==> config.mk <==
export PLATFORM = sky130hd
export DESIGN_NAME = mbus_ctrl_wrapper
export DESIGN_NICKNAME = d
export VERILOG_FILES = /design/src/logic/mbus_power_pkg.sv /design/src/logic/mbus_bus_pkg.sv /design/src/logic/mbus_ctrl_wrapper.sv /design/src/logic/mbus_node.sv /design/src/logic/mbus_power_seq.sv /design/src/logic/mbus_ctrl.sv
export SDC_FILE = /design/constraint.sdc
export NUM_CORES = 1
export LEC_CHECK = 0
export BUFFER_PORTS_ARGS = -buffer_cell sky130_fd_sc_hd__buf_2
export CAP_MARGIN = 0
export CORE_MARGIN = 1.5
export CORE_UTILIZATION = 54
export CTS_CLUSTER_DIAMETER = 60
export DETAILED_ROUTE_END_ITERATION = 7
export GPL_TIMING_DRIVEN = 0
export PLACE_DENSITY = 0.85
export SLEW_MARGIN = 20
export SYNTH_ARGS = -nofsm -noshare
export SYNTH_HDL_FRONTEND = slang
export SYNTH_SLANG_ARGS = --single-unit
==> constraint.sdc <==
create_clock -name CLK_EXT -period 2.9 [get_ports CLK_EXT]
set_clock_uncertainty 0.05 [all_clocks]
set_input_delay 0.435 -clock CLK_EXT [delete_from_list [all_inputs] [get_ports CLK_EXT]]
set_output_delay 0.435 -clock CLK_EXT [all_outputs]
set_load 0.01 [all_outputs]
==> src/logic/mbus_power_pkg.sv <==
package mbus_power_pkg;

	// ~~~~~~~~~~~~~~~~~~~~~~~~~~~~~~~~~~~~~~~~~~~~~~~~~~~~~~~~~~~~~~~~~~~~~~~~~~
	// Layer power sequencing
	// ~~~~~~~~~~~~~~~~~~~~~~~~~~~~~~~~~~~~~~~~~~~~~~~~~~~~~~~~~~~~~~~~~~~~~~~~~~

	typedef enum logic [2:0] {
		AWAKE,                                            // All signals released.
		ISOLATING,                                        // Isolation only.
		RESETTING,                                        // Isolated, held in reset.
		GATING,                                           // Clock gated as well.
		ASLEEP,                                           // Power gated.
		UNGATING                                          // Power back, clock still off.
	} power_state_t;

	// ~~~~~~~~~~~~~~~~~~~~~~~~~~~~~~~~~~~~~~~~~~~~~~~~~~~~~~~~~~~~~~~~~~~~~~~~~~
	// Control channel commands
	// ~~~~~~~~~~~~~~~~~~~~~~~~~~~~~~~~~~~~~~~~~~~~~~~~~~~~~~~~~~~~~~~~~~~~~~~~~~

	localparam int CMD_WIDTH = 4;                         // Data bits 3:0.
	localparam logic [CMD_WIDTH-1:0] CMD_SLEEP = 4'd1;    // Put the layer to sleep.

endpackage

==> src/logic/mbus_bus_pkg.sv <==
package mbus_bus_pkg;

	// ~~~~~~~~~~~~~~~~~~~~~~~~~~~~~~~~~~~~~~~~~~~~~~~~~~~~~~~~~~~~~~~~~~~~~~~~~~
	// Frame geometry
	// ~~~~~~~~~~~~~~~~~~~~~~~~~~~~~~~~~~~~~~~~~~~~~~~~~~~~~~~~~~~~~~~~~~~~~~~~~~

	localparam int ADDR_WIDTH = 8;                        // Address bits per frame.
	localparam int DATA_WIDTH = 32;                       // Data bits per frame.
	localparam int FRAME_BITS = 1 + ADDR_WIDTH + DATA_WIDTH; // Start bit included.

	// ~~~~~~~~~~~~~~~~~~~~~~~~~~~~~~~~~~~~~~~~~~~~~~~~~~~~~~~~~~~~~~~~~~~~~~~~~~
	// Address fields
	// ~~~~~~~~~~~~~~~~~~~~~~~~~~~~~~~~~~~~~~~~~~~~~~~~~~~~~~~~~~~~~~~~~~~~~~~~~~

	localparam int FUNC_WIDTH   = 4;                      // Low nibble, function.
	localparam int PREFIX_WIDTH = 4;                      // High nibble, destination.

	// Prefix 0 reaches every node on the ring.
	localparam logic [PREFIX_WIDTH-1:0] BROADCAST_PREFIX = 4'h0;
	localparam logic [PREFIX_WIDTH-1:0] NODE_PREFIX      = 4'h1; // Our own prefix.

	// Broadcast function reserved for bus control.
	localparam logic [FUNC_WIDTH-1:0] CHANNEL_CTRL = 4'h0;

	// ~~~~~~~~~~~~~~~~~~~~~~~~~~~~~~~~~~~~~~~~~~~~~~~~~~~~~~~~~~~~~~~~~~~~~~~~~~
	// Watchdog
	// ~~~~~~~~~~~~~~~~~~~~~~~~~~~~~~~~~~~~~~~~~~~~~~~~~~~~~~~~~~~~~~~~~~~~~~~~~~

	localparam int WATCH_DOG_WIDTH = 20;                  // THRESHOLD and counter.

endpackage
==> src/logic/mbus_ctrl_wrapper.sv <==
`timescale 1ns/10ps

module mbus_ctrl_wrapper (
	input  logic                                      CLK_EXT,
	input  logic                                      RESETn_local,
	input  logic                                      DIN,
	output logic                                      DOUT,
	output logic                                      CLKOUT,
	input  logic [mbus_bus_pkg::ADDR_WIDTH-1:0]       TX_ADDR,
	input  logic [mbus_bus_pkg::DATA_WIDTH-1:0]       TX_DATA,
	input  logic                                      TX_REQ,
	output logic                                      TX_ACK,
	output logic                                      TX_SUCC,
	output logic                                      TX_FAIL,
	output logic [mbus_bus_pkg::ADDR_WIDTH-1:0]       RX_ADDR,
	output logic [mbus_bus_pkg::DATA_WIDTH-1:0]       RX_DATA,
	output logic                                      RX_REQ,
	input  logic                                      RX_ACK,
	output logic                                      RX_BROADCAST,
	input  logic [mbus_bus_pkg::WATCH_DOG_WIDTH-1:0]  THRESHOLD,
	output logic                                      LRC_SLEEP,
	output logic                                      LRC_CLKENB,
	output logic                                      LRC_RESET,
	output logic                                      LRC_ISOLATE,
	input  logic                                      EXTERNAL_INT,
	output logic                                      CLR_EXT_INT,
	output logic                                      SLEEP_REQUEST_TO_SLEEP_CTRL
);

	logic tx_start;
	logic frame_done;
	logic bit_strobe;
	logic bus_abort;
	logic node_rx_req;
	logic node_rx_ack;
	logic sleep_req;
	logic ctrl_addr_match;                                // Control broadcast pending.
	logic ctrl_rx_ack;                                    // Internal acknowledge.

	// ~~~~~~~~~~~~~~~~~~~~~~~~~~~~~~~~~~~~~~~~~~~~~~~~~~~~~~~~~~~~~~~~~~~~~~~~~~
	// Control channel filter
	// ~~~~~~~~~~~~~~~~~~~~~~~~~~~~~~~~~~~~~~~~~~~~~~~~~~~~~~~~~~~~~~~~~~~~~~~~~~

	assign ctrl_addr_match = RX_BROADCAST &
		(RX_ADDR[mbus_bus_pkg::FUNC_WIDTH-1:0] == mbus_bus_pkg::CHANNEL_CTRL);
	assign RX_REQ      = node_rx_req & ~ctrl_addr_match;   // Hidden from the layer.
	assign node_rx_ack = RX_ACK | ctrl_rx_ack;

	always_ff @(posedge CLK_EXT or negedge RESETn_local)
	begin
		if (!RESETn_local)
		begin
			ctrl_rx_ack                 <= 1'b0;
			SLEEP_REQUEST_TO_SLEEP_CTRL <= 1'b0;
		end
		else
		begin
			if (ctrl_addr_match && node_rx_req)
				ctrl_rx_ack <= 1'b1;                      // Ack on the layer's behalf.
			else if (!node_rx_req)
				ctrl_rx_ack <= 1'b0;                      // Node dropped its request.
			SLEEP_REQUEST_TO_SLEEP_CTRL <= sleep_req;     // One cycle late.
		end
	end

	mbus_ctrl ctrl0 (
		.CLK_EXT      (CLK_EXT),
		.RESETn_local (RESETn_local),
		.tx_start     (tx_start),
		.frame_done   (frame_done),
		.THRESHOLD    (THRESHOLD),
		.CLKOUT       (CLKOUT),
		.bit_strobe   (bit_strobe),
		.bus_abort    (bus_abort)
	);

	mbus_node node0 (
		.CLK_EXT      (CLK_EXT),
		.RESETn_local (RESETn_local),
		.DIN          (DIN),
		.TX_ADDR      (TX_ADDR),
		.TX_DATA      (TX_DATA),
		.TX_REQ       (TX_REQ),
		.node_rx_ack  (node_rx_ack),
		.bit_strobe   (bit_strobe),
		.bus_abort    (bus_abort),
		.EXTERNAL_INT (EXTERNAL_INT),
		.DOUT         (DOUT),
		.TX_ACK       (TX_ACK),
		.TX_SUCC      (TX_SUCC),
		.TX_FAIL      (TX_FAIL),
		.tx_start     (tx_start),
		.frame_done   (frame_done),
		.RX_ADDR      (RX_ADDR),
		.RX_DATA      (RX_DATA),
		.RX_BROADCAST (RX_BROADCAST),
		.node_rx_req  (node_rx_req),
		.sleep_req    (sleep_req),
		.LRC_SLEEP    (LRC_SLEEP),
		.LRC_CLKENB   (LRC_CLKENB),
		.LRC_RESET    (LRC_RESET),
		.LRC_ISOLATE  (LRC_ISOLATE),
		.CLR_EXT_INT  (CLR_EXT_INT)
	);

endmodule

==> src/logic/mbus_node.sv <==
`timescale 1ns/10ps

module mbus_node (
	input  logic                                 CLK_EXT,
	input  logic                                 RESETn_local,
	input  logic                                 DIN,
	input  logic [mbus_bus_pkg::ADDR_WIDTH-1:0]  TX_ADDR,
	input  logic [mbus_bus_pkg::DATA_WIDTH-1:0]  TX_DATA,
	input  logic                                 TX_REQ,
	input  logic                                 node_rx_ack,
	input  logic                                 bit_strobe,
	input  logic                                 bus_abort,
	input  logic                                 EXTERNAL_INT,
	output logic                                 DOUT,
	output logic                                 TX_ACK,
	output logic                                 TX_SUCC,
	output logic                                 TX_FAIL,
	output logic                                 tx_start,
	output logic                                 frame_done,
	output logic [mbus_bus_pkg::ADDR_WIDTH-1:0]  RX_ADDR,
	output logic [mbus_bus_pkg::DATA_WIDTH-1:0]  RX_DATA,
	output logic                                 RX_BROADCAST,
	output logic                                 node_rx_req,
	output logic                                 sleep_req,
	output logic                                 LRC_SLEEP,
	output logic                                 LRC_CLKENB,
	output logic                                 LRC_RESET,
	output logic                                 LRC_ISOLATE,
	output logic                                 CLR_EXT_INT
);

	logic                                       tx_busy;   // Own frame outstanding.
	logic [mbus_bus_pkg::FRAME_BITS-1:0]        tx_shift;  // MSB drives DOUT.
	logic                                       rx_active; // Start bit seen.
	logic [$clog2(mbus_bus_pkg::FRAME_BITS)-1:0] rx_cnt;   // Payload bits taken.
	logic [mbus_bus_pkg::FRAME_BITS-2:0]        rx_shift;  // Address and data.
	logic                                       rx_match;
	logic                                       rx_ctrl;
	logic                                       rx_wait;   // Frame held for ack low.
	logic                                       sleep_cmd;
	mbus_power_pkg::power_state_t               pwr_state;

	assign DOUT         = tx_shift[mbus_bus_pkg::FRAME_BITS-1];
	assign RX_ADDR      = rx_shift[mbus_bus_pkg::FRAME_BITS-2 -: mbus_bus_pkg::ADDR_WIDTH];
	assign RX_DATA      = rx_shift[mbus_bus_pkg::DATA_WIDTH-1:0];
	assign RX_BROADCAST = RX_ADDR[mbus_bus_pkg::ADDR_WIDTH-1 -: mbus_bus_pkg::PREFIX_WIDTH]
		== mbus_bus_pkg::BROADCAST_PREFIX;
	assign rx_match     = RX_BROADCAST | (RX_ADDR[mbus_bus_pkg::ADDR_WIDTH-1 -:
		mbus_bus_pkg::PREFIX_WIDTH] == mbus_bus_pkg::NODE_PREFIX); // Ours or everyone's.
	assign rx_ctrl      = RX_BROADCAST &
		(RX_ADDR[mbus_bus_pkg::FUNC_WIDTH-1:0] == mbus_bus_pkg::CHANNEL_CTRL);
	assign sleep_req    = pwr_state == mbus_power_pkg::ASLEEP;

	// ~~~~~~~~~~~~~~~~~~~~~~~~~~~~~~~~~~~~~~~~~~~~~~~~~~~~~~~~~~~~~~~~~~~~~~~~~~
	// Transmit side
	// ~~~~~~~~~~~~~~~~~~~~~~~~~~~~~~~~~~~~~~~~~~~~~~~~~~~~~~~~~~~~~~~~~~~~~~~~~~

	always_ff @(posedge CLK_EXT or negedge RESETn_local)
	begin
		if (!RESETn_local)
		begin
			TX_ACK   <= 1'b0;
			TX_SUCC  <= 1'b0;
			TX_FAIL  <= 1'b0;
			tx_start <= 1'b0;
			tx_busy  <= 1'b0;
			tx_shift <= '1;                               // DOUT idles high.
		end
		else
		begin
			tx_start <= 1'b0;
			TX_SUCC  <= 1'b0;
			TX_FAIL  <= 1'b0;
			if (TX_REQ && !TX_ACK && !tx_busy && !node_rx_req && !rx_wait)
			begin
				TX_ACK   <= 1'b1;                         // Accept the frame.
				tx_start <= 1'b1;
				tx_busy  <= 1'b1;
				tx_shift <= {1'b0, TX_ADDR, TX_DATA};     // Start bit first.
			end
			else if (TX_ACK && !TX_REQ)
				TX_ACK <= 1'b0;                           // Close the handshake.
			if (tx_busy && frame_done)
			begin
				TX_SUCC <= 1'b1;                          // Frame came round.
				tx_busy <= 1'b0;
			end
			else if (tx_busy && bus_abort)
			begin
				TX_FAIL  <= 1'b1;                         // Watchdog gave up.
				tx_busy  <= 1'b0;
				tx_shift <= '1;
			end
			else if (bit_strobe)
				tx_shift <= {tx_shift[mbus_bus_pkg::FRAME_BITS-2:0], 1'b1};
		end
	end

	// ~~~~~~~~~~~~~~~~~~~~~~~~~~~~~~~~~~~~~~~~~~~~~~~~~~~~~~~~~~~~~~~~~~~~~~~~~~
	// Receive side
	// ~~~~~~~~~~~~~~~~~~~~~~~~~~~~~~~~~~~~~~~~~~~~~~~~~~~~~~~~~~~~~~~~~~~~~~~~~~

	always_ff @(posedge CLK_EXT)
	begin
		if (bit_strobe && rx_active && !bus_abort)
			rx_shift <= {rx_shift[mbus_bus_pkg::FRAME_BITS-3:0], DIN}; // MSB first.
	end

	always_ff @(posedge CLK_EXT or negedge RESETn_local)
	begin
		if (!RESETn_local)
		begin
			rx_active   <= 1'b0;
			rx_cnt      <= '0;
			frame_done  <= 1'b0;
			node_rx_req <= 1'b0;
			rx_wait     <= 1'b0;
			sleep_cmd   <= 1'b0;
		end
		else
		begin
			frame_done <= 1'b0;
			sleep_cmd  <= 1'b0;
			if (bus_abort)
				rx_active <= 1'b0;                        // Drop a partial frame.
			else if (bit_strobe && rx_active)
			begin
				rx_cnt <= rx_cnt + 1'b1;
				if (rx_cnt == ($clog2(mbus_bus_pkg::FRAME_BITS))'(mbus_bus_pkg::FRAME_BITS - 2))
				begin
					rx_active  <= 1'b0;                   // Last bit in.
					frame_done <= 1'b1;
				end
			end
			else if (bit_strobe && !DIN)
			begin
				rx_active <= 1'b1;                        // Start bit.
				rx_cnt    <= '0;
			end
			// Delivery handshake toward the layer.
			if (node_rx_req && node_rx_ack)
			begin
				node_rx_req <= 1'b0;
				sleep_cmd   <= rx_ctrl & (RX_DATA[mbus_power_pkg::CMD_WIDTH-1:0]
					== mbus_power_pkg::CMD_SLEEP);
			end
			else if ((rx_wait || (frame_done && rx_match)) && !node_rx_ack)
			begin
				node_rx_req <= 1'b1;
				rx_wait     <= 1'b0;
			end
			else if (frame_done && rx_match)
				rx_wait <= 1'b1;                          // Previous ack still high.
		end
	end

	mbus_power_seq pwr0 (
		.CLK_EXT      (CLK_EXT),
		.RESETn_local (RESETn_local),
		.sleep_cmd    (sleep_cmd),
		.EXTERNAL_INT (EXTERNAL_INT),
		.LRC_SLEEP    (LRC_SLEEP),
		.LRC_CLKENB   (LRC_CLKENB),
		.LRC_RESET    (LRC_RESET),
		.LRC_ISOLATE  (LRC_ISOLATE),
		.CLR_EXT_INT  (CLR_EXT_INT),
		.state        (pwr_state)
	);

endmodule

==> src/logic/mbus_power_seq.sv <==
`timescale 1ns/10ps

module mbus_power_seq (
	input  logic                         CLK_EXT,
	input  logic                         RESETn_local,
	input  logic                         sleep_cmd,
	input  logic                         EXTERNAL_INT,
	output logic                         LRC_SLEEP,
	output logic                         LRC_CLKENB,
	output logic                         LRC_RESET,
	output logic                         LRC_ISOLATE,
	output logic                         CLR_EXT_INT,
	output mbus_power_pkg::power_state_t state
);

	mbus_power_pkg::power_state_t state_nxt;
	logic                         waking;             // Walking the wake order.

	// ~~~~~~~~~~~~~~~~~~~~~~~~~~~~~~~~~~~~~~~~~~~~~~~~~~~~~~~~~~~~~~~~~~~~~~~~~~
	// Next state
	// ~~~~~~~~~~~~~~~~~~~~~~~~~~~~~~~~~~~~~~~~~~~~~~~~~~~~~~~~~~~~~~~~~~~~~~~~~~

	always_comb
	begin
		state_nxt = state;
		case (state)
			mbus_power_pkg::AWAKE:
				if (sleep_cmd)
					state_nxt = mbus_power_pkg::ISOLATING;            // Isolate first.
			mbus_power_pkg::ISOLATING:
				state_nxt = waking ? mbus_power_pkg::AWAKE : mbus_power_pkg::RESETTING;
			mbus_power_pkg::RESETTING:
				state_nxt = waking ? mbus_power_pkg::ISOLATING : mbus_power_pkg::GATING;
			mbus_power_pkg::GATING:
				state_nxt = mbus_power_pkg::ASLEEP;
			mbus_power_pkg::ASLEEP:
				if (EXTERNAL_INT)
					state_nxt = mbus_power_pkg::UNGATING;             // Sleep released first.
			mbus_power_pkg::UNGATING:
				state_nxt = mbus_power_pkg::RESETTING;                // Then the clock.
			default:
				state_nxt = mbus_power_pkg::AWAKE;
		endcase
	end

	always_ff @(posedge CLK_EXT or negedge RESETn_local)
	begin
		if (!RESETn_local)
		begin
			state       <= mbus_power_pkg::AWAKE;
			waking      <= 1'b0;
			LRC_ISOLATE <= 1'b0;
			LRC_RESET   <= 1'b0;
			LRC_CLKENB  <= 1'b0;
			LRC_SLEEP   <= 1'b0;
			CLR_EXT_INT <= 1'b0;
		end
		else
		begin
			state <= state_nxt;
			if (state == mbus_power_pkg::ASLEEP && EXTERNAL_INT)
				waking <= 1'b1;                           // Reverse direction.
			else if (state_nxt == mbus_power_pkg::AWAKE)
				waking <= 1'b0;
			// Outputs follow the state they enter.
			LRC_ISOLATE <= state_nxt != mbus_power_pkg::AWAKE;
			LRC_RESET   <= state_nxt inside {mbus_power_pkg::RESETTING, mbus_power_pkg::GATING,
				mbus_power_pkg::ASLEEP, mbus_power_pkg::UNGATING};
			LRC_CLKENB  <= state_nxt inside {mbus_power_pkg::GATING, mbus_power_pkg::ASLEEP,
				mbus_power_pkg::UNGATING};
			LRC_SLEEP   <= state_nxt == mbus_power_pkg::ASLEEP;
			// Clear the interrupt once fully awake.
			CLR_EXT_INT <= waking & (state_nxt == mbus_power_pkg::AWAKE);
		end
	end

endmodule

==> src/logic/mbus_ctrl.sv <==
`timescale 1ns/10ps

module mbus_ctrl (
	input  logic                                      CLK_EXT,
	input  logic                                      RESETn_local,
	input  logic                                      tx_start,
	input  logic                                      frame_done,
	input  logic [mbus_bus_pkg::WATCH_DOG_WIDTH-1:0]  THRESHOLD,
	output logic                                      CLKOUT,
	output logic                                      bit_strobe,
	output logic                                      bus_abort
);

	logic                                     busy;      // Frame on the ring.
	logic [mbus_bus_pkg::WATCH_DOG_WIDTH-1:0] wd_cnt;    // Busy cycles so far.
	logic                                     abort_hit; // Watchdog expiry.

	assign abort_hit = busy & (wd_cnt == THRESHOLD);      // Count reached the limit.

	// ~~~~~~~~~~~~~~~~~~~~~~~~~~~~~~~~~~~~~~~~~~~~~~~~~~~~~~~~~~~~~~~~~~~~~~~~~~
	// Bus activity and abort
	// ~~~~~~~~~~~~~~~~~~~~~~~~~~~~~~~~~~~~~~~~~~~~~~~~~~~~~~~~~~~~~~~~~~~~~~~~~~

	always_ff @(posedge CLK_EXT or negedge RESETn_local)
	begin
		if (!RESETn_local)
		begin
			busy      <= 1'b0;
			bus_abort <= 1'b0;
		end
		else
		begin
			bus_abort <= abort_hit;                       // One pulse, busy drops with it.
			if (frame_done || abort_hit)
				busy <= 1'b0;                             // Frame back or given up.
			else if (tx_start)
				busy <= 1'b1;                             // Node started a frame.
		end
	end

	// Bus clock, idles high, one bit per full period.
	always_ff @(posedge CLK_EXT or negedge RESETn_local)
	begin
		if (!RESETn_local)
		begin
			CLKOUT     <= 1'b1;
			bit_strobe <= 1'b0;
		end
		else
		begin
			// Strobe lands on each falling edge of CLKOUT.
			bit_strobe <= busy & CLKOUT & ~frame_done & ~abort_hit;
			if (busy && !frame_done && !abort_hit)
				CLKOUT <= ~CLKOUT;                        // Toggle every cycle.
			else
				CLKOUT <= 1'b1;                           // Park high when idle.
		end
	end

	// Watchdog counter.
	always_ff @(posedge CLK_EXT or negedge RESETn_local)
	begin
		if (!RESETn_local)
			wd_cnt <= '0;
		else if (busy)
			wd_cnt <= wd_cnt + 1'b1;                      // Count busy cycles.
		else
			wd_cnt <= '0;                                 // Cleared at idle.
	end

endmodule

Yosys cells after proc, flatten, opt, wreduce, memory -nomap -nowiden
Index checks and enable logic that the tools add are counted.
{"block": "op_classes", "n_shift": 0, "n_bitwise": 16, "multipliers": 0, "mux": 40, "add_sub_neg": 2, "div": 0, "eq_ne": 15, "magnitude_cmp": 0, "n_reduce_logical": 47}
{"op": "$mux 41", "count": 4}
{"op": "$mux 1", "count": 28}
{"op": "$add 20x1->20 const B", "count": 1}
{"op": "$eq 20x20->1", "count": 1}
{"op": "$mux 20", "count": 1}
{"op": "$pmux 3 s6", "count": 1}
{"op": "$logic_and 1x1->1", "count": 17}
{"op": "$eq 3x2->1 const B", "count": 4}
{"op": "$eq 3x3->1 const B", "count": 4}
{"op": "$mux 6", "count": 2}
{"op": "$reduce_bool 2->1", "count": 6}
{"op": "$reduce_bool 3->1", "count": 4}
{"op": "$logic_not 1->1", "count": 10}
{"op": "$and 1x1->1", "count": 8}
{"op": "$eq 4x1->1 const B", "count": 2}
{"op": "$logic_not 4->1", "count": 2}
{"op": "$add 6x1->6 const B", "count": 1}
{"op": "$eq 6x6->1 const B", "count": 1}
{"op": "$logic_not 3->1", "count": 2}
{"op": "$mux 3", "count": 2}
{"op": "$not 1->1", "count": 6}
{"op": "$reduce_and 2->1", "count": 3}
{"op": "$mux 2", "count": 2}
{"op": "$reduce_bool 4->1", "count": 1}
{"op": "5 further kinds", "count": 7}
{"block": "totals", "latchBits": 0, "mem_bits_rw": 0, "regBits": 132, "word_cells": 147, "memories": 0, "mem_bits_ro": 0, "out_inout_bits": 53}

Depth between registers and ports, before layout
Gate-level depths: netlist of run 1.
{"block": "logic_depth", "ltp_word": 9, "mapped_depth": 6, "depth_no_buf": 6}

Hierarchy
A second synthesis of run 1 with hierarchy kept.
{"block": "unflattened", "cells_unflattened": 486, "hier_area_um2": 6008.3}
{"mod": "mbus_node", "seq_area_each_um2": 2678.8, "cells_each": 299, "area_each_um2": 4170.2, "n_inst": 1}
{"mod": "mbus_ctrl", "seq_area_each_um2": 601.8, "cells_each": 139, "area_each_um2": 1335.0, "n_inst": 1}
{"mod": "mbus_power_seq", "seq_area_each_um2": 225.2, "cells_each": 40, "area_each_um2": 405.4, "n_inst": 1}
{"mod": "mbus_ctrl_wrapper", "seq_area_each_um2": 50.0, "cells_each": 8, "area_each_um2": 97.6, "n_inst": 1}

Least setup slack after synthesis of run 1
Ideal clock, no wire load.
{"block": "synth_path", "path_type": "flip-flop to flip-flop", "from": "reg ctrl0.bit_strobe", "to": "reg node0.rx_shift[0] in the netlist's numbering, enable pin", "slack_ps": 856, "arrival_time_ps": 1599, "stages_incl_launch_ff": 4, "required_time_ps": 2455, "n_path_buf": 0, "path_cell_list": "dfrtp_1 nor2b_1 nand2_1 inv_1"}
{"block": "synth_via", "elab_chain_cells": 2}
{"element": "from (decl)", "line": "mbus_ctrl.sv:10", "source": "output logic bit_strobe,"}
{"element": "from (signal assigned)", "line": "mbus_ctrl.sv:52", "source": "bit_strobe <= busy & CLKOUT & ~frame_done & ~abort_hit;"}
{"element": "$logic_and 1x1->1 (2 in series)", "line": "mbus_node.sv:105", "source": "if (bit_strobe && rx_active && !bus_abort)"}
{"element": "to (signal assigned)", "line": "mbus_node.sv:106", "source": "rx_shift <= {rx_shift[mbus_bus_pkg::FRAME_BITS-3:0], DIN};"}
{"element": "to (decl)", "line": "mbus_node.sv:36", "source": "logic [mbus_bus_pkg::FRAME_BITS-2:0] rx_shift;"}
No other way between the ends.
A chain may end at the register's enable or synchronous reset.

Worst setup path in the final report of run 1
{"block": "layout_path", "from": "reg node0.rx_shift[37] in the netlist's numbering", "to": "out RX_REQ"}
{"block": "layout_via", "elab_chain_cells": 4}
{"element": "$logic_not 4->1", "line": "mbus_node.sv:46", "source": "assign RX_BROADCAST = RX_ADDR[mbus_bus_pkg::ADDR_WIDTH-1 -: mbus_bus_pkg::PREFIX_WIDTH]"}
{"element": "$and 1x1->1", "line": "mbus_ctrl_wrapper.sv:44", "source": "assign ctrl_addr_match = RX_BROADCAST &"}
{"element": "$not 1->1", "line": "mbus_ctrl_wrapper.sv:46", "source": "assign RX_REQ = node_rx_req & ~ctrl_addr_match;"}
{"element": "$and 1x1->1", "line": "mbus_ctrl_wrapper.sv:46"}
{"element": "to (decl)", "line": "mbus_ctrl_wrapper.sv:17", "source": "output logic RX_REQ,"}
No other way between the ends.

==> results.md, run 1 <==
Outcome:
- The flow ran to the end, and the final reports show no timing, DRC or antenna violations.

Placement:
- Summed over all nets, the half-perimeter wirelength after detailed placement is 7939 um.
- The number of port buffers is 118.
- The number of placed instances, taps included, is 753.
- The final weighted congestion in routability-driven placement is 0.8664.

Job:
- Max-cap violations in this run came to 0.

Floorplanning:
- The overall die width is about 100 um.
- The placeable core area is 9910 sq um.
- The floorplan has 36 rows.
- The die footprint is 10,950 sq um.
- The die is 104.6 um tall.
- In this run the count of I/O pins placed on the die edge is roughly 120.
- The starting density of the core is 56.29%.

Layout:
- The post-route netlist has between 30 and 40% of its cells at a drive strength greater than 1.
- The most frequent standard cell in the layout excluding fill and tap cells is sky130_fd_sc_hd__buf_2.
- The number of standard cells in the layout, taps in and fillers out is 786.
- The total area of multi-input combinational cells is around 1900 sq um.
- The final layout contains 708 nets.
- The area growth from synthesis to layout is 24.99%.
- The number of fill cells in the layout is 708.
- The sequential cells in the finished layout cover a total of 3556 sq um.
- The diode insertion count for antenna repair is 0.
- Cells fill 70.35% of the core in the end.
- The library cells used most frequently in the layout, excluding fill and tap cells, are 117 x sky130_fd_sc_hd__buf_2, 100 x sky130_fd_sc_hd__nand2_1, 53 x sky130_fd_sc_hd__nor2_1.

Drt:
- The wire length after detailed routing is 11,530 um.
- After the first detailed-routing iteration, the DRC count stood at 181.
- The pre-antenna-repair detailed-routing pass consisted of 5 iterations.
- The antenna violation net count after detailed routing is 0.
- The via count of the routed design is 4,227.
- Dividing the detail-routed wire length by the instance count gives approximately 15 um.
- In the routed layout, each cell is associated on average with a via count of 5.378.
- The remaining design rule violation count is 0.

STA:
- The highest achievable clock rate is slightly above 400 MHz.
- The worst slew margin relative to its limit is 47.44%.
- The final hold violation count is 0.
- The final max-slew violation count is 0.
- Setup repair after global routing left no endpoint under its margin.
- The time the final worst path needs with I/O delays and setup is 2419 ps.
- The post-route clock period utilization is a little over four fifths.
- Setup violations remaining at the end of the flow were counted as 0.
- The setup TNS after final layout is 0 ps.
- The slew of the pin with the lowest slew margin is between 700 and 800 ps.

CTS:
- At the later pin of the worst-skew pair, clock insertion delay measures 530 ps.
- The CTS clock-pin slew for the worst setup and hold paths is 60 ps.
- The H-tree depth is 4.
- The TritonCTS clock tree is done.
- The number of sinks handled by clock tree synthesis is between 100 and 150.
- The tree is rooted in a sky130_fd_sc_hd__clkbuf_8.
- The number of buffers created by CTS is 17.
- The deepest clock path buffer count is 2.

Setup path:
- The start of the worst register-to-register path is ctrl0.bit_strobe$_DFF_PN0_.
- The kind of critical path is reg -> out.
- The element type at the critical path end is a primary output.
- STA puts the critical path data required time at 2410 ps.
- The worst setup path is launched from a flop.
- In this run the worst path has a maximum fanout of 4.
- The most critical setup path has its startpoint at node0.rx_shift[37]$_DFFE_PP_.
- Data arrives at the worst endpoint at 1930 ps.

Logic synthesis:
- The top flip-flop cell by instance count after synthesis is sky130_fd_sc_hd__dfrtp_1.
- In the synthesized netlist the async set-or-reset flop fraction comes to 69.70%.
- The register bit count reported by yosys is 132.
- Counting flops with a built-in enable in the synthesized netlist gives 40.
- For this run, the number of Yosys warnings is 0.
- The share of synthesized area in the top cell type comes to roughly 22%.
- The share of the Yosys chip area taken by registers is 63.75%.
- The number of library cell types mapped by synthesis is 43.
- The count of mapped cells out of synthesis is 501.
- The number of nets handed over by synthesis was 569.
- By area the synthesized netlist is led by sky130_fd_sc_hd__dfrtp_1 22%, sky130_fd_sc_hd__edfxtp_1 22%, sky130_fd_sc_hd__dfstp_2 20%.
- Summed over all instances, the cell type with the most area after synthesis is sky130_fd_sc_hd__dfrtp_1.
- In this run the cell area of the synthesized design comes to roughly 5600 sq um.
- A synthesized cell averages 11.13 sq um.

Min path:
- The type of the tightest min-delay check is in -> reg.
- The start point of the worst min-delay path is TX_DATA[7].

GRT:
- The remaining global-route overflow is 0.
- The first global-routing pass estimated slightly below 20,000 um of wire.
- The initial antenna violation count is 0.
- Entering global routing, the biggest net connects 62 pins.
- The overall track demand over capacity in global routing is between 20% and 30%.
- The number of global-route vias before repair is 4,221.

Power:
- The power density relative to cell area is 1031 nW/um^2.
- The peak supply drop is 0.0007236 V.
- The leakage power is between 3 and 4 nW.
## area by class of cell
class	count	share of cell area, %
Timing Repair Buffer	120	9.045
Clock buffer	24	7.197
Tap cell	133	2.387
Sequential cell	132	51.00
Clock inverter	8	1.364
Inverter	6	0.3230
Multi-Input combinational cell	342	27.53
Buffer	21	1.149
## routing by layer
layer / routed length [um] / track usage [%]
met1: 5042 / 29.26
met2: 5394 / 34.77
met3: 774 / 7.049
met4: 322 / 11.94
met5: 0 / 0
## final timing paths
kind	end	slack, ps	cells past startpoint
min in group asynchronous	node0.pwr0.LRC_SLEEP$_DFF_PN0_	330	2
worst max register to register	node0.rx_shift[17]$_DFFE_PP_	930	3
worst min register to register	node0.rx_shift[18]$_DFFE_PP_	390	0
max in group asynchronous	node0.tx_shift[35]$_DFF_PN1_	1790	3
worst max-delay path	RX_REQ	480	4
worst min-delay path	node0.tx_shift[7]$_DFF_PN1_	70	3
## registers in the layout, indices dropped and copies added (netlist names), 3 cells and up
register          flops
ctrl0.wd_cnt         20
node0.pwr0.state      3
node0.rx_cnt          6
node0.rx_shift       40
node0.tx_shift       41
## repair_timing
item / CTS / global route
resized for setup: 0 / 0
hold endpoints to repair: 21 / 0
hold buffers: 1 / 0
buffers inserted: 0 / 0
## power by group
group / switching (mW) / leakage [nW] / internal, mW
clock: 0.752 / 0.292 / 1.36
sequential: 0.450 / 1.46 / 2.77
combinational: 1.11 / 1.42 / 0.739
total: 2.31 / 3.16 / 4.87
## worst max-delay path, stage by stage, from the launching register on
cell	delay [ps]
sky130_fd_sc_hd__edfxtp_1	430
sky130_fd_sc_hd__nor4_1	520
sky130_fd_sc_hd__nand2_1	120
sky130_fd_sc_hd__and2_1	200
sky130_fd_sc_hd__buf_2	140
## cell families after synthesis
| group | Yosys count | share of synthesized area, % |
|---|---|---|
| and+or+nand+nor | 233 | 19.85 |
| buffers and inverters | 27 | 1.839 |
| DFF | 132 | 63.75 |
| AOI/OAI and AO/OA | 67 | 7.761 |
| adders and majority gates | 2 | 0.4486 |
| muxes | 2 | 0.3813 |
| xor gates and xnor gates | 38 | 5.967 |
## cell usage after synthesis (2+ instances only)
| cell | number |
|---|---|
| sky130_fd_sc_hd__a22o_1 | 5 |
| sky130_fd_sc_hd__nor4_1 | 5 |
| sky130_fd_sc_hd__dfstp_2 | 42 |
| sky130_fd_sc_hd__nor3b_1 | 2 |
| sky130_fd_sc_hd__nand2b_1 | 4 |
| sky130_fd_sc_hd__nand3_1 | 15 |
| sky130_fd_sc_hd__nand4_1 | 8 |
| sky130_fd_sc_hd__o21ai_0 | 7 |
| sky130_fd_sc_hd__a21o_1 | 2 |
| sky130_fd_sc_hd__inv_1 | 6 |
| sky130_fd_sc_hd__edfxtp_1 | 40 |
| sky130_fd_sc_hd__nor2b_1 | 5 |
| sky130_fd_sc_hd__nor2_1 | 53 |
| sky130_fd_sc_hd__a21oi_1 | 5 |
| sky130_fd_sc_hd__or2_2 | 3 |
| sky130_fd_sc_hd__clkbuf_1 | 19 |
| sky130_fd_sc_hd__ha_1 | 2 |
| sky130_fd_sc_hd__xnor2_1 | 24 |
| sky130_fd_sc_hd__nor4_4 | 2 |
| sky130_fd_sc_hd__and2_1 | 22 |
| sky130_fd_sc_hd__nand2_1 | 100 |
| sky130_fd_sc_hd__o31ai_1 | 2 |
| sky130_fd_sc_hd__xor2_1 | 14 |
| sky130_fd_sc_hd__and3_1 | 4 |
| sky130_fd_sc_hd__a31oi_1 | 39 |
| sky130_fd_sc_hd__dfrtp_1 | 50 |
| sky130_fd_sc_hd__nor3_1 | 5 |
## stage by stage
step / setup WS (ps) / total power [mW] / hold WS (ps) / cell area, sq um
4_1_cts: 486.5 / 7.238 / 47.95 / 6972
2_1_floorplan: 856.3 / 4.346 / 89.41 / 5578
5_1_grt: 320.5 / 7.622 / 61.39 / 6972
6_report: 481.2 / 7.185 / 71.49 / 6972
3_3_place_gp: 515.9 / 4.961 / 379.6 / 6335
3_5_place_dp: 912.9 / 5.078 / 353.2 / 6365
Power figures use the tool's default switching activity.
==> run 2: changes to the inputs <==
==> constraint.sdc (replaced) <==
create_clock -name CLK_EXT -period 2.51 [get_ports CLK_EXT]
set_clock_uncertainty 0.05 [all_clocks]
set_input_delay 0.3765 -clock CLK_EXT [delete_from_list [all_inputs] [get_ports CLK_EXT]]
set_output_delay 0.3765 -clock CLK_EXT [all_outputs]
set_load 0.01 [all_outputs]
==> run 2 against run 1 <==
  * Non-clock buffer count increased by 11
  * Clock-buffer cell count unchanged
  * Critical endpoint unchanged
  * Utilization increased by 1.2 points
  * Sequential share of layout area shrank 0.84 points
  * Largest power group unchanged
  * Worst setup slack worse by 210 ps
  * Sequential power grew 16%
  * Final cell count rose by 1.4%
  * Worst hold slack worse by 49 ps
  * First-iteration DRC count up 1.1%
==> results.md, run 2 (same netlist as run 1, synthesis figures left out) <==
Drt:
- The average wire per cell in the routed design was 14.62 um (was 14.67 um).
- The violation count after the first detailed-route iteration was 183 (was 181).
- The via count of the routed design is 4,281 (was 4,227).
- The wire length after detailed routing was 11,650 um (was 11,530 um).
- The number of detailed-routing iterations run before antenna repair was 5 (unchanged).
- The antenna violation net count after detailed routing came to 0 (unchanged).
- The remaining design rule violation count is 0 (unchanged).
- The via count normalized by instance count is 5.371 (was 5.378).

CTS:
- The H-tree depth is 4 (unchanged).
- The deepest clock path buffer count came to 2 (unchanged).
- The number of sinks handled by clock tree synthesis was 132 (unchanged).
- The CTS clock-pin slew for the worst setup and hold paths is 50 ps (was 60 ps).
- The TritonCTS clock tree is done (unchanged).
- The clock root buffer master is sky130_fd_sc_hd__clkbuf_8 (unchanged).
- The number of buffers created by CTS is 17 (unchanged).
- The insertion delay of the later-clocked pin in the worst-skew pair is 530 ps (about the same).

Layout:
- The number of nets at the end of the flow is 719 (was 708).
- The register containing the most flip-flops in the final layout is node0.tx_shift (unchanged).
- The flip-flop count of the largest register, all copies and words added is 41 (unchanged).
- The total area of multi-input combinational cells is 1926 sq um (was 1919 sq um).
- Highest-count cells in the layout ignoring fill and taps: 117 x sky130_fd_sc_hd__buf_2, 100 x sky130_fd_sc_hd__nand2_1, 53 x sky130_fd_sc_hd__nor2_1 (unchanged).
- The final standard cell area without fillers is 7088 sq um (was 6972 sq um).
- The most frequent standard cell in the layout excluding fill and tap cells is sky130_fd_sc_hd__buf_2 (unchanged).
- The layout overhead on the synthesized area came to 27.07% (was 24.99%).
- The diode insertion count for antenna repair is 0 (unchanged).
- Largest regs: node0.tx_shift: 41 flops, node0.rx_shift: 40 flops, ctrl0.wd_cnt: 20 flops (unchanged).
- The share of cells above drive strength 1 came to 30.42% (was 30.78%).
- The sequential standard cell area is 3556 sq um (unchanged).
- The number of fill cells in the layout came to 696 (was 708).

GRT:
- The overall track demand over capacity in global routing is 23.00% (was 22.75%).
- The remaining global-route overflow was 0 (unchanged).
- The number of global-route vias before repair is 4,282 (was 4,221).
- The first-pass GRT wire length is 19,710 um (was 19,510 um).
- The initial antenna violation count is 0 (unchanged).
- The pin count of the biggest net entering global routing came to 62 (unchanged).

Setup path:
- The kind of critical path was reg -> out (unchanged).
- The signal arrival time at the worst endpoint is 1810 ps (was 1930 ps).
- The endpoint of the worst-slack reg-to-reg timing path is node0.tx_shift[39]$_DFF_PN1_ (was node0.rx_shift[17]$_DFFE_PP_).
- The maximum fanout along the worst path is 4 (unchanged).
- The element type at the critical path end was a primary output (unchanged).
- The startpoint type of the worst setup path was a flop (unchanged).
- The path depth of the worst reg2reg path was 6 (was 3).
- The start of the worst register-to-register path is node0.node_rx_req$_DFFE_PN0P_ (was ctrl0.bit_strobe$_DFF_PN0_).
- The data required time of the critical path came to 2080 ps (was 2410 ps).
- The register-to-register path setup slack is 550 ps (was 930 ps).

Floorplanning:
- The vertical die dimension is 104.6 um (unchanged).
- The number of rows created at floorplan is 36 (unchanged).
- The die footprint is 10,950 sq um (unchanged).
- The starting density of the core came to 56.29% (unchanged).
- The placeable core area is 9910 sq um (unchanged).
- The count of boundary I/O pins came to 119 (unchanged).
- The overall die width was 104.6 um (unchanged).

Placement:
- The final HPWL from detailed placement is 7939 um (unchanged).
- The number of port buffers is 118 (unchanged).
- The worst setup slack before clock tree synthesis is 522.9 ps (was 912.9 ps).
- The final weighted congestion in routability-driven placement came to 0.8664 (unchanged).
- The total placed instance area is 6365 sq um (unchanged).

STA:
- The final max-slew violation count was 0 (unchanged).
- The setup TNS after final layout is 0 ps (unchanged).
- Static timing analysis puts the maximum clock frequency at 446.7 MHz.
- The final critical path takes up 89.19% of the cycle.
- The worst slew margin relative to its limit is 48.74% (was 47.44%).
- The slew of the pin with the lowest slew margin is 767.8 ps (was 787.3 ps).
- The final hold violation count came to 0 (unchanged).
- The total of endpoints with negative setup slack in the final report is 0 (unchanged).
- RSZ-0062 raised after global routing: false (unchanged).
- The minimum setup slack in the final design is 271.4 ps (was 481.2 ps).
- Subtracting the final worst setup slack from the clock period gives 2239 ps.

Min path:
- The start point of the worst min-delay path is TX_DATA[22] (was TX_DATA[7]).
- The type of the tightest min-delay check was in -> reg (unchanged).
- The end of the worst hold path is node0.tx_shift[22]$_DFF_PN1_ (was node0.tx_shift[7]$_DFF_PN1_).
- The count of cells along the worst hold path was 3 (unchanged).

Power:
- The power density relative to cell area is 1174 nW/um^2 (was 1031 nW/um^2).
- The overall power consumption came to 8.322 mW (was 7.185 mW).
- The power dissipated by switching net loads is 2.680 mW (was 2.314 mW).
- The sequential share of power was 44.9% (about the same).
- The switching part of the total is 32.21% (was 32.20%).
- The peak supply drop was 0.0008354 V (was 0.0007236 V).
- The internal power component is 5.642 mW (was 4.872 mW).
- The portion of total power attributed to the clock network is 29.3% (was 29.4%).
- The power share of the combinational group came to 25.9% (was 25.8%).
- The leakage power came to 3.210 nW (was 3.163 nW).

Outcome:
- Status: finished, final reports clean (unchanged).

Job:
- The number of max-cap violations came to 0 (unchanged).
[run 2: changes by cell type in the layout (fill, tap and decap cells not counted)]
cell	change
sky130_fd_sc_hd__nor4_2	+1
sky130_fd_sc_hd__dlygate4sd3_1	+11
sky130_fd_sc_hd__nor4_1	-1
[run 2: worst max-delay path by stage]
stage	cells after the start	endpoint	startpoint	slack [ps]
6_report	4	RX_REQ	node0.rx_shift[37]$_DFFE_PP_	270
5_1_grt	4	RX_REQ	node0.rx_shift[37]$_DFFE_PP_	170
2_1_floorplan	3	node0.rx_shift[0]$_DFFE_PP_	ctrl0.bit_strobe$_DFF_PN0_	470
4_1_cts	4	RX_REQ	node0.rx_shift[37]$_DFFE_PP_	160
3_3_place_gp	3	node0.rx_shift[13]$_DFFE_PP_	ctrl0.bit_strobe$_DFF_PN0_	130
3_5_place_dp	3	node0.rx_shift[12]$_DFFE_PP_	ctrl0.bit_strobe$_DFF_PN0_	520
[run 2: worst max-delay path, cell delays in order, from the launching register on]
cell	delay [ps]
sky130_fd_sc_hd__edfxtp_1	430
sky130_fd_sc_hd__nor4_2	420
sky130_fd_sc_hd__nand2_1	110
sky130_fd_sc_hd__and2_1	190
sky130_fd_sc_hd__buf_2	140
[run 2: timing repair]
action,in CTS,in global routing
endpoints found under the hold margin,32,0
endpoints found under the setup margin,0,1
setup buffers,0,0
hold buffers,12,0
resized for setup,0,1
[run 2: final cells by class]
| cell class | instances | share of cell area, % |
|---|---|---|
| plain buffers | 21 | 1.130 |
| clock buffers | 24 | 7.079 |
| clock inverters | 8 | 1.342 |
| inverters | 6 | 0.3177 |
| multi-input cells | 342 | 27.17 |
| flip-flops and latches | 132 | 50.17 |
| well taps | 133 | 2.348 |
| repair buffers | 131 | 10.45 |
[run 2: stage by stage]
stage	util [%]	hold slack, ps	instances
3_5_place_dp	64.23	294.7	753
6_report	71.53	22.43	797
3_3_place_gp	63.93	379.6	752
4_1_cts	71.46	0.5668	797
5_1_grt	71.53	11.51	797
2_1_floorplan	-	30.91	501
[run 2: power groups by stage]
stage / Sequential, mW / Combinational [mW] / Clock, mW
floorplan: 3.80 / 1.22 / 0
global placement: 3.69 / 2.04 / 0
detailed placement: 3.74 / 2.13 / 0
CTS: 3.72 / 2.17 / 2.48
global route: 3.83 / 2.41 / 2.58
finish: 3.73 / 2.15 / 2.44
[run 2: metal layers]
metal	vias to the layer above	wire (um)	global-route usage, %
li1	2027	-	-
met3	31	817	7.236
met4	0	317	12.62
met1	2062	5007	29.43
met5	-	0	0
met2	161	5509	34.96
==> run 3: changes to the inputs <==
--- a/config.mk
+++ b/config.mk
@@ -8,11 +8,11 @@
 export BUFFER_PORTS_ARGS = -buffer_cell sky130_fd_sc_hd__buf_2
 export CAP_MARGIN = 0
 export CORE_MARGIN = 1.5
-export CORE_UTILIZATION = 54
+export CORE_UTILIZATION = 30
 export CTS_CLUSTER_DIAMETER = 60
 export DETAILED_ROUTE_END_ITERATION = 7
 export GPL_TIMING_DRIVEN = 0
-export PLACE_DENSITY = 0.85
+export PLACE_DENSITY = 0.55
 export SLEW_MARGIN = 20
 export SYNTH_ARGS = -nofsm -noshare
 export SYNTH_HDL_FRONTEND = slang
==> run 3 against run 2 <==
  * The run now ends with design-rule violations left
  * Global-route usage shrank 9.6 points
  * Final cell count rose by 11%
  * Clock power grew 2%
  * Sequential power is essentially flat
  * Register-to-register slack lost 80 ps
  * Largest power group unchanged
==> results.md, run 3 (same netlist as run 1, synthesis figures left out) <==
GRT:
- The first-pass GRT wire length was 20,460 um (was 19,710 um).
- The remaining global-route overflow is 0 (unchanged).
- The overall track demand over capacity in global routing is 13.42% (was 23.00%).
- The pin count of the biggest net entering global routing is 74 (was 62).
- The number of global-route vias before repair is 4,030 (was 4,282).
- The initial antenna violation count was 0 (unchanged).

CTS:
- The H-tree depth is 4 (unchanged).
- The TritonCTS clock tree was done (unchanged).
- The number of gates resized after cts is 0 (unchanged).
- The deepest clock path buffer count is 2 (unchanged).
- The insertion delay of the later-clocked pin in the worst-skew pair came to 430 ps (was 530 ps).
- The number of buffers created by CTS is 17 (unchanged).
- The number of buffers inserted by post-CTS setup repair is 0 (unchanged).
- The number of buffers inserted by hold repair at cts came to 1 (was 12).
- The CTS clock-pin slew for the worst setup and hold paths is 60 ps (was 50 ps).
- The clock root buffer master is sky130_fd_sc_hd__clkbuf_16 (was sky130_fd_sc_hd__clkbuf_8).
- The number of sinks handled by clock tree synthesis is 132 (unchanged).

Drt:
- The wire length after detailed routing was 12,310 um (was 11,650 um).
- The violation count after the first detailed-route iteration is 219 (was 183).
- The average wire per cell in the routed design is 13.96 um (was 14.62 um).
- The remaining design rule violation count is 16 (was 0).
- The number of detailed-routing iterations run before antenna repair was 7 (was 5).
- The antenna violation net count after detailed routing came to 0 (unchanged).
- The via count normalized by instance count is 4.673 (was 5.371).
- The via count of the routed design is 4,122 (was 4,281).

Power:
- The leakage power came to 3.162 nW (was 3.210 nW).
- The power share of the combinational group came to 25.6% (was 25.9%).
- The overall power consumption was 8.347 mW (was 8.322 mW).
- The switching part of the total is 33.61% (was 32.21%).
- The portion of total power attributed to the clock network is 30.0% (was 29.3%).
- The power density relative to cell area is 1177 nW/um^2 (was 1174 nW/um^2).
- The power dissipated by switching net loads came to 2.805 mW (was 2.680 mW).
- The peak supply drop is 0.0004674 V (was 0.0008354 V).
- The sequential share of power is 44.4% (was 44.9%).
- The internal power component is 5.542 mW (was 5.642 mW).

STA:
- The final max-slew violation count came to 0 (unchanged).
- The setup TNS after final layout is 0 ps (unchanged).
- The total of endpoints with negative setup slack in the final report is 0 (unchanged).
- The worst slew margin relative to its limit came to 45.76% (was 48.74%).
- The post-route clock period utilization came to 92.91% (was 89.19%).
- RSZ-0062 raised after global routing: false (unchanged).
- The slew of the pin with the lowest slew margin was 812.4 ps (was 767.8 ps).
- The minimum setup slack in the final design is 178.0 ps (was 271.4 ps).
- The highest achievable clock rate is 428.8 MHz (was 446.7 MHz).
- The time the final worst path needs with I/O delays and setup is 2332 ps (was 2239 ps).
- The final hold violation count is 0 (unchanged).

Placement:
- The number of port buffers is 118 (unchanged).
- The final HPWL from detailed placement is 8617 um (was 7939 um).
- The total placed instance area is 6489 sq um (was 6365 sq um).
- The worst setup slack before clock tree synthesis is 387.6 ps (was 522.9 ps).
- The total placed cells including tap cells is 849 (was 753).
- The final weighted congestion in routability-driven placement came to 0.7868 (was 0.8664).

Floorplanning:
- The starting density of the core was 30.84% (was 56.29%).
- The number of rows created at floorplan is 49 (was 36).
- The vertical die dimension is 139.4 um (was 104.6 um).
- The placeable core area came to 18,090 sq um (was 9910 sq um).
- The die footprint is 19,420 sq um (was 10,950 sq um).
- The overall die width is 139.4 um (was 104.6 um).
- The count of boundary I/O pins came to 119 (unchanged).

Layout:
- Largest regs: node0.tx_shift: 41 flops, node0.rx_shift: 40 flops, ctrl0.wd_cnt: 20 flops (unchanged).
- The number of fill cells in the layout is 1,767 (was 696).
- The number of nets at the end of the flow is 708 (was 719).
- The final standard cell area without fillers is 7093 sq um (was 7088 sq um).
- The sequential standard cell area was 3556 sq um (unchanged).
- The number of standard cells in the layout, taps in and fillers out was 882 (was 797).
- The diode insertion count for antenna repair is 0 (unchanged).
- The share of cells above drive strength 1 came to 30.93% (was 30.42%).
- The total area of multi-input combinational cells came to 1919 sq um (was 1926 sq um).
- The layout overhead on the synthesized area is 27.16% (was 27.07%).
- The most frequent standard cell in the layout excluding fill and tap cells was sky130_fd_sc_hd__buf_2 (unchanged).
- The flip-flop count of the largest register, all copies and words added is 41 (unchanged).
- Highest-count cells in the layout ignoring fill and taps: 117 x sky130_fd_sc_hd__buf_2, 100 x sky130_fd_sc_hd__nand2_1, 53 x sky130_fd_sc_hd__nor2_1 (unchanged).
- The register containing the most flip-flops in the final layout is node0.tx_shift (unchanged).

Setup path:
- The kind of critical path was reg -> out (unchanged).
- The data required time of the critical path was 2080 ps (about the same).
- The sum of buffers and inverters on the critical path is 1 (unchanged).
- The element type at the critical path end is a primary output (unchanged).
- Series of cell instances along the critical path: nor4_1 -> nand2_1 -> and2_1 -> buf_2 (was nor4_2 -> nand2_1 -> and2_1 -> buf_2).
- The slowest cell on the critical path is sky130_fd_sc_hd__nor4_1 (was sky130_fd_sc_hd__edfxtp_1).
- The cell family contributing the most delay on the critical path is simple AND/OR/NAND/NOR gates (unchanged).
- The maximum fanout along the worst path came to 4 (unchanged).
- The startpoint type of the worst setup path is a flop (unchanged).
- The signal arrival time at the worst endpoint is 1910 ps (was 1810 ps).
- The critical path's largest stage delay is 600 ps (was 430 ps).

Outcome:
- Status: finished, violations left (was finished, final reports clean).
- The checks that failed: design-rule violations.

Job:
- The number of max-cap violations is 0 (unchanged).

Min path:
- The type of the tightest min-delay check is in -> reg (unchanged).
## run 3: through the flow
stage          hold WS, ps  util (%)
4_1_cts              80.16     39.22
6_report             112.7     39.22
5_1_grt              77.40     39.22
3_5_place_dp         195.4     35.88
3_3_place_gp         385.7     35.69
2_1_floorplan        30.91         -
## run 3: area by class of cell
cell class	count	share of cell area, %
flip-flops and latches	132	50.13
multi-input cells	342	27.06
repair buffers	120	8.943
clock buffers	18	6.050
well taps	229	4.040
clock inverters	14	2.328
plain buffers	21	1.129
inverters	6	0.3175
## run 3: per-layer routing
layer / up-vias / wire [um] / GRT usage (%)
met1: 1999 / 5803 / 18.35
met5: - / 0 / 0
met4: 0 / 180 / 4.479
met2: 101 / 5485 / 19.66
li1: 2008 / - / -
met3: 14 / 845 / 4.886
## run 3: worst paths after layout
kind	start	end	slack, ps	cells past startpoint
worst max register to register	ctrl0.wd_cnt[0]$_DFF_PN0_	ctrl0.CLKOUT$_DFF_PN1_	470	5
worst min register to register	node0.rx_shift[13]$_DFFE_PP_	node0.rx_shift[14]$_DFFE_PP_	390	0
worst min-delay path	DIN	node0.rx_shift[0]$_DFFE_PP_	110	1
max in group asynchronous	RESETn_local	node0.tx_shift[31]$_DFF_PN1_	1410	3
worst max-delay path	node0.rx_shift[37]$_DFFE_PP_	RX_REQ	180	4
min in group asynchronous	RESETn_local	ctrl0.wd_cnt[17]$_DFF_PN0_	330	2
## run 3: power by group through the flow
stage / Sequential, mW / Clock [mW] / Combinational (mW)
after global routing: 3.81 / 2.68 / 2.41
after floorplan: 3.80 / 0 / 1.22
after CTS: 3.71 / 2.58 / 2.18
after global placement: 3.71 / 0 / 2.11
after detailed placement: 3.74 / 0 / 2.18
final: 3.70 / 2.50 / 2.14
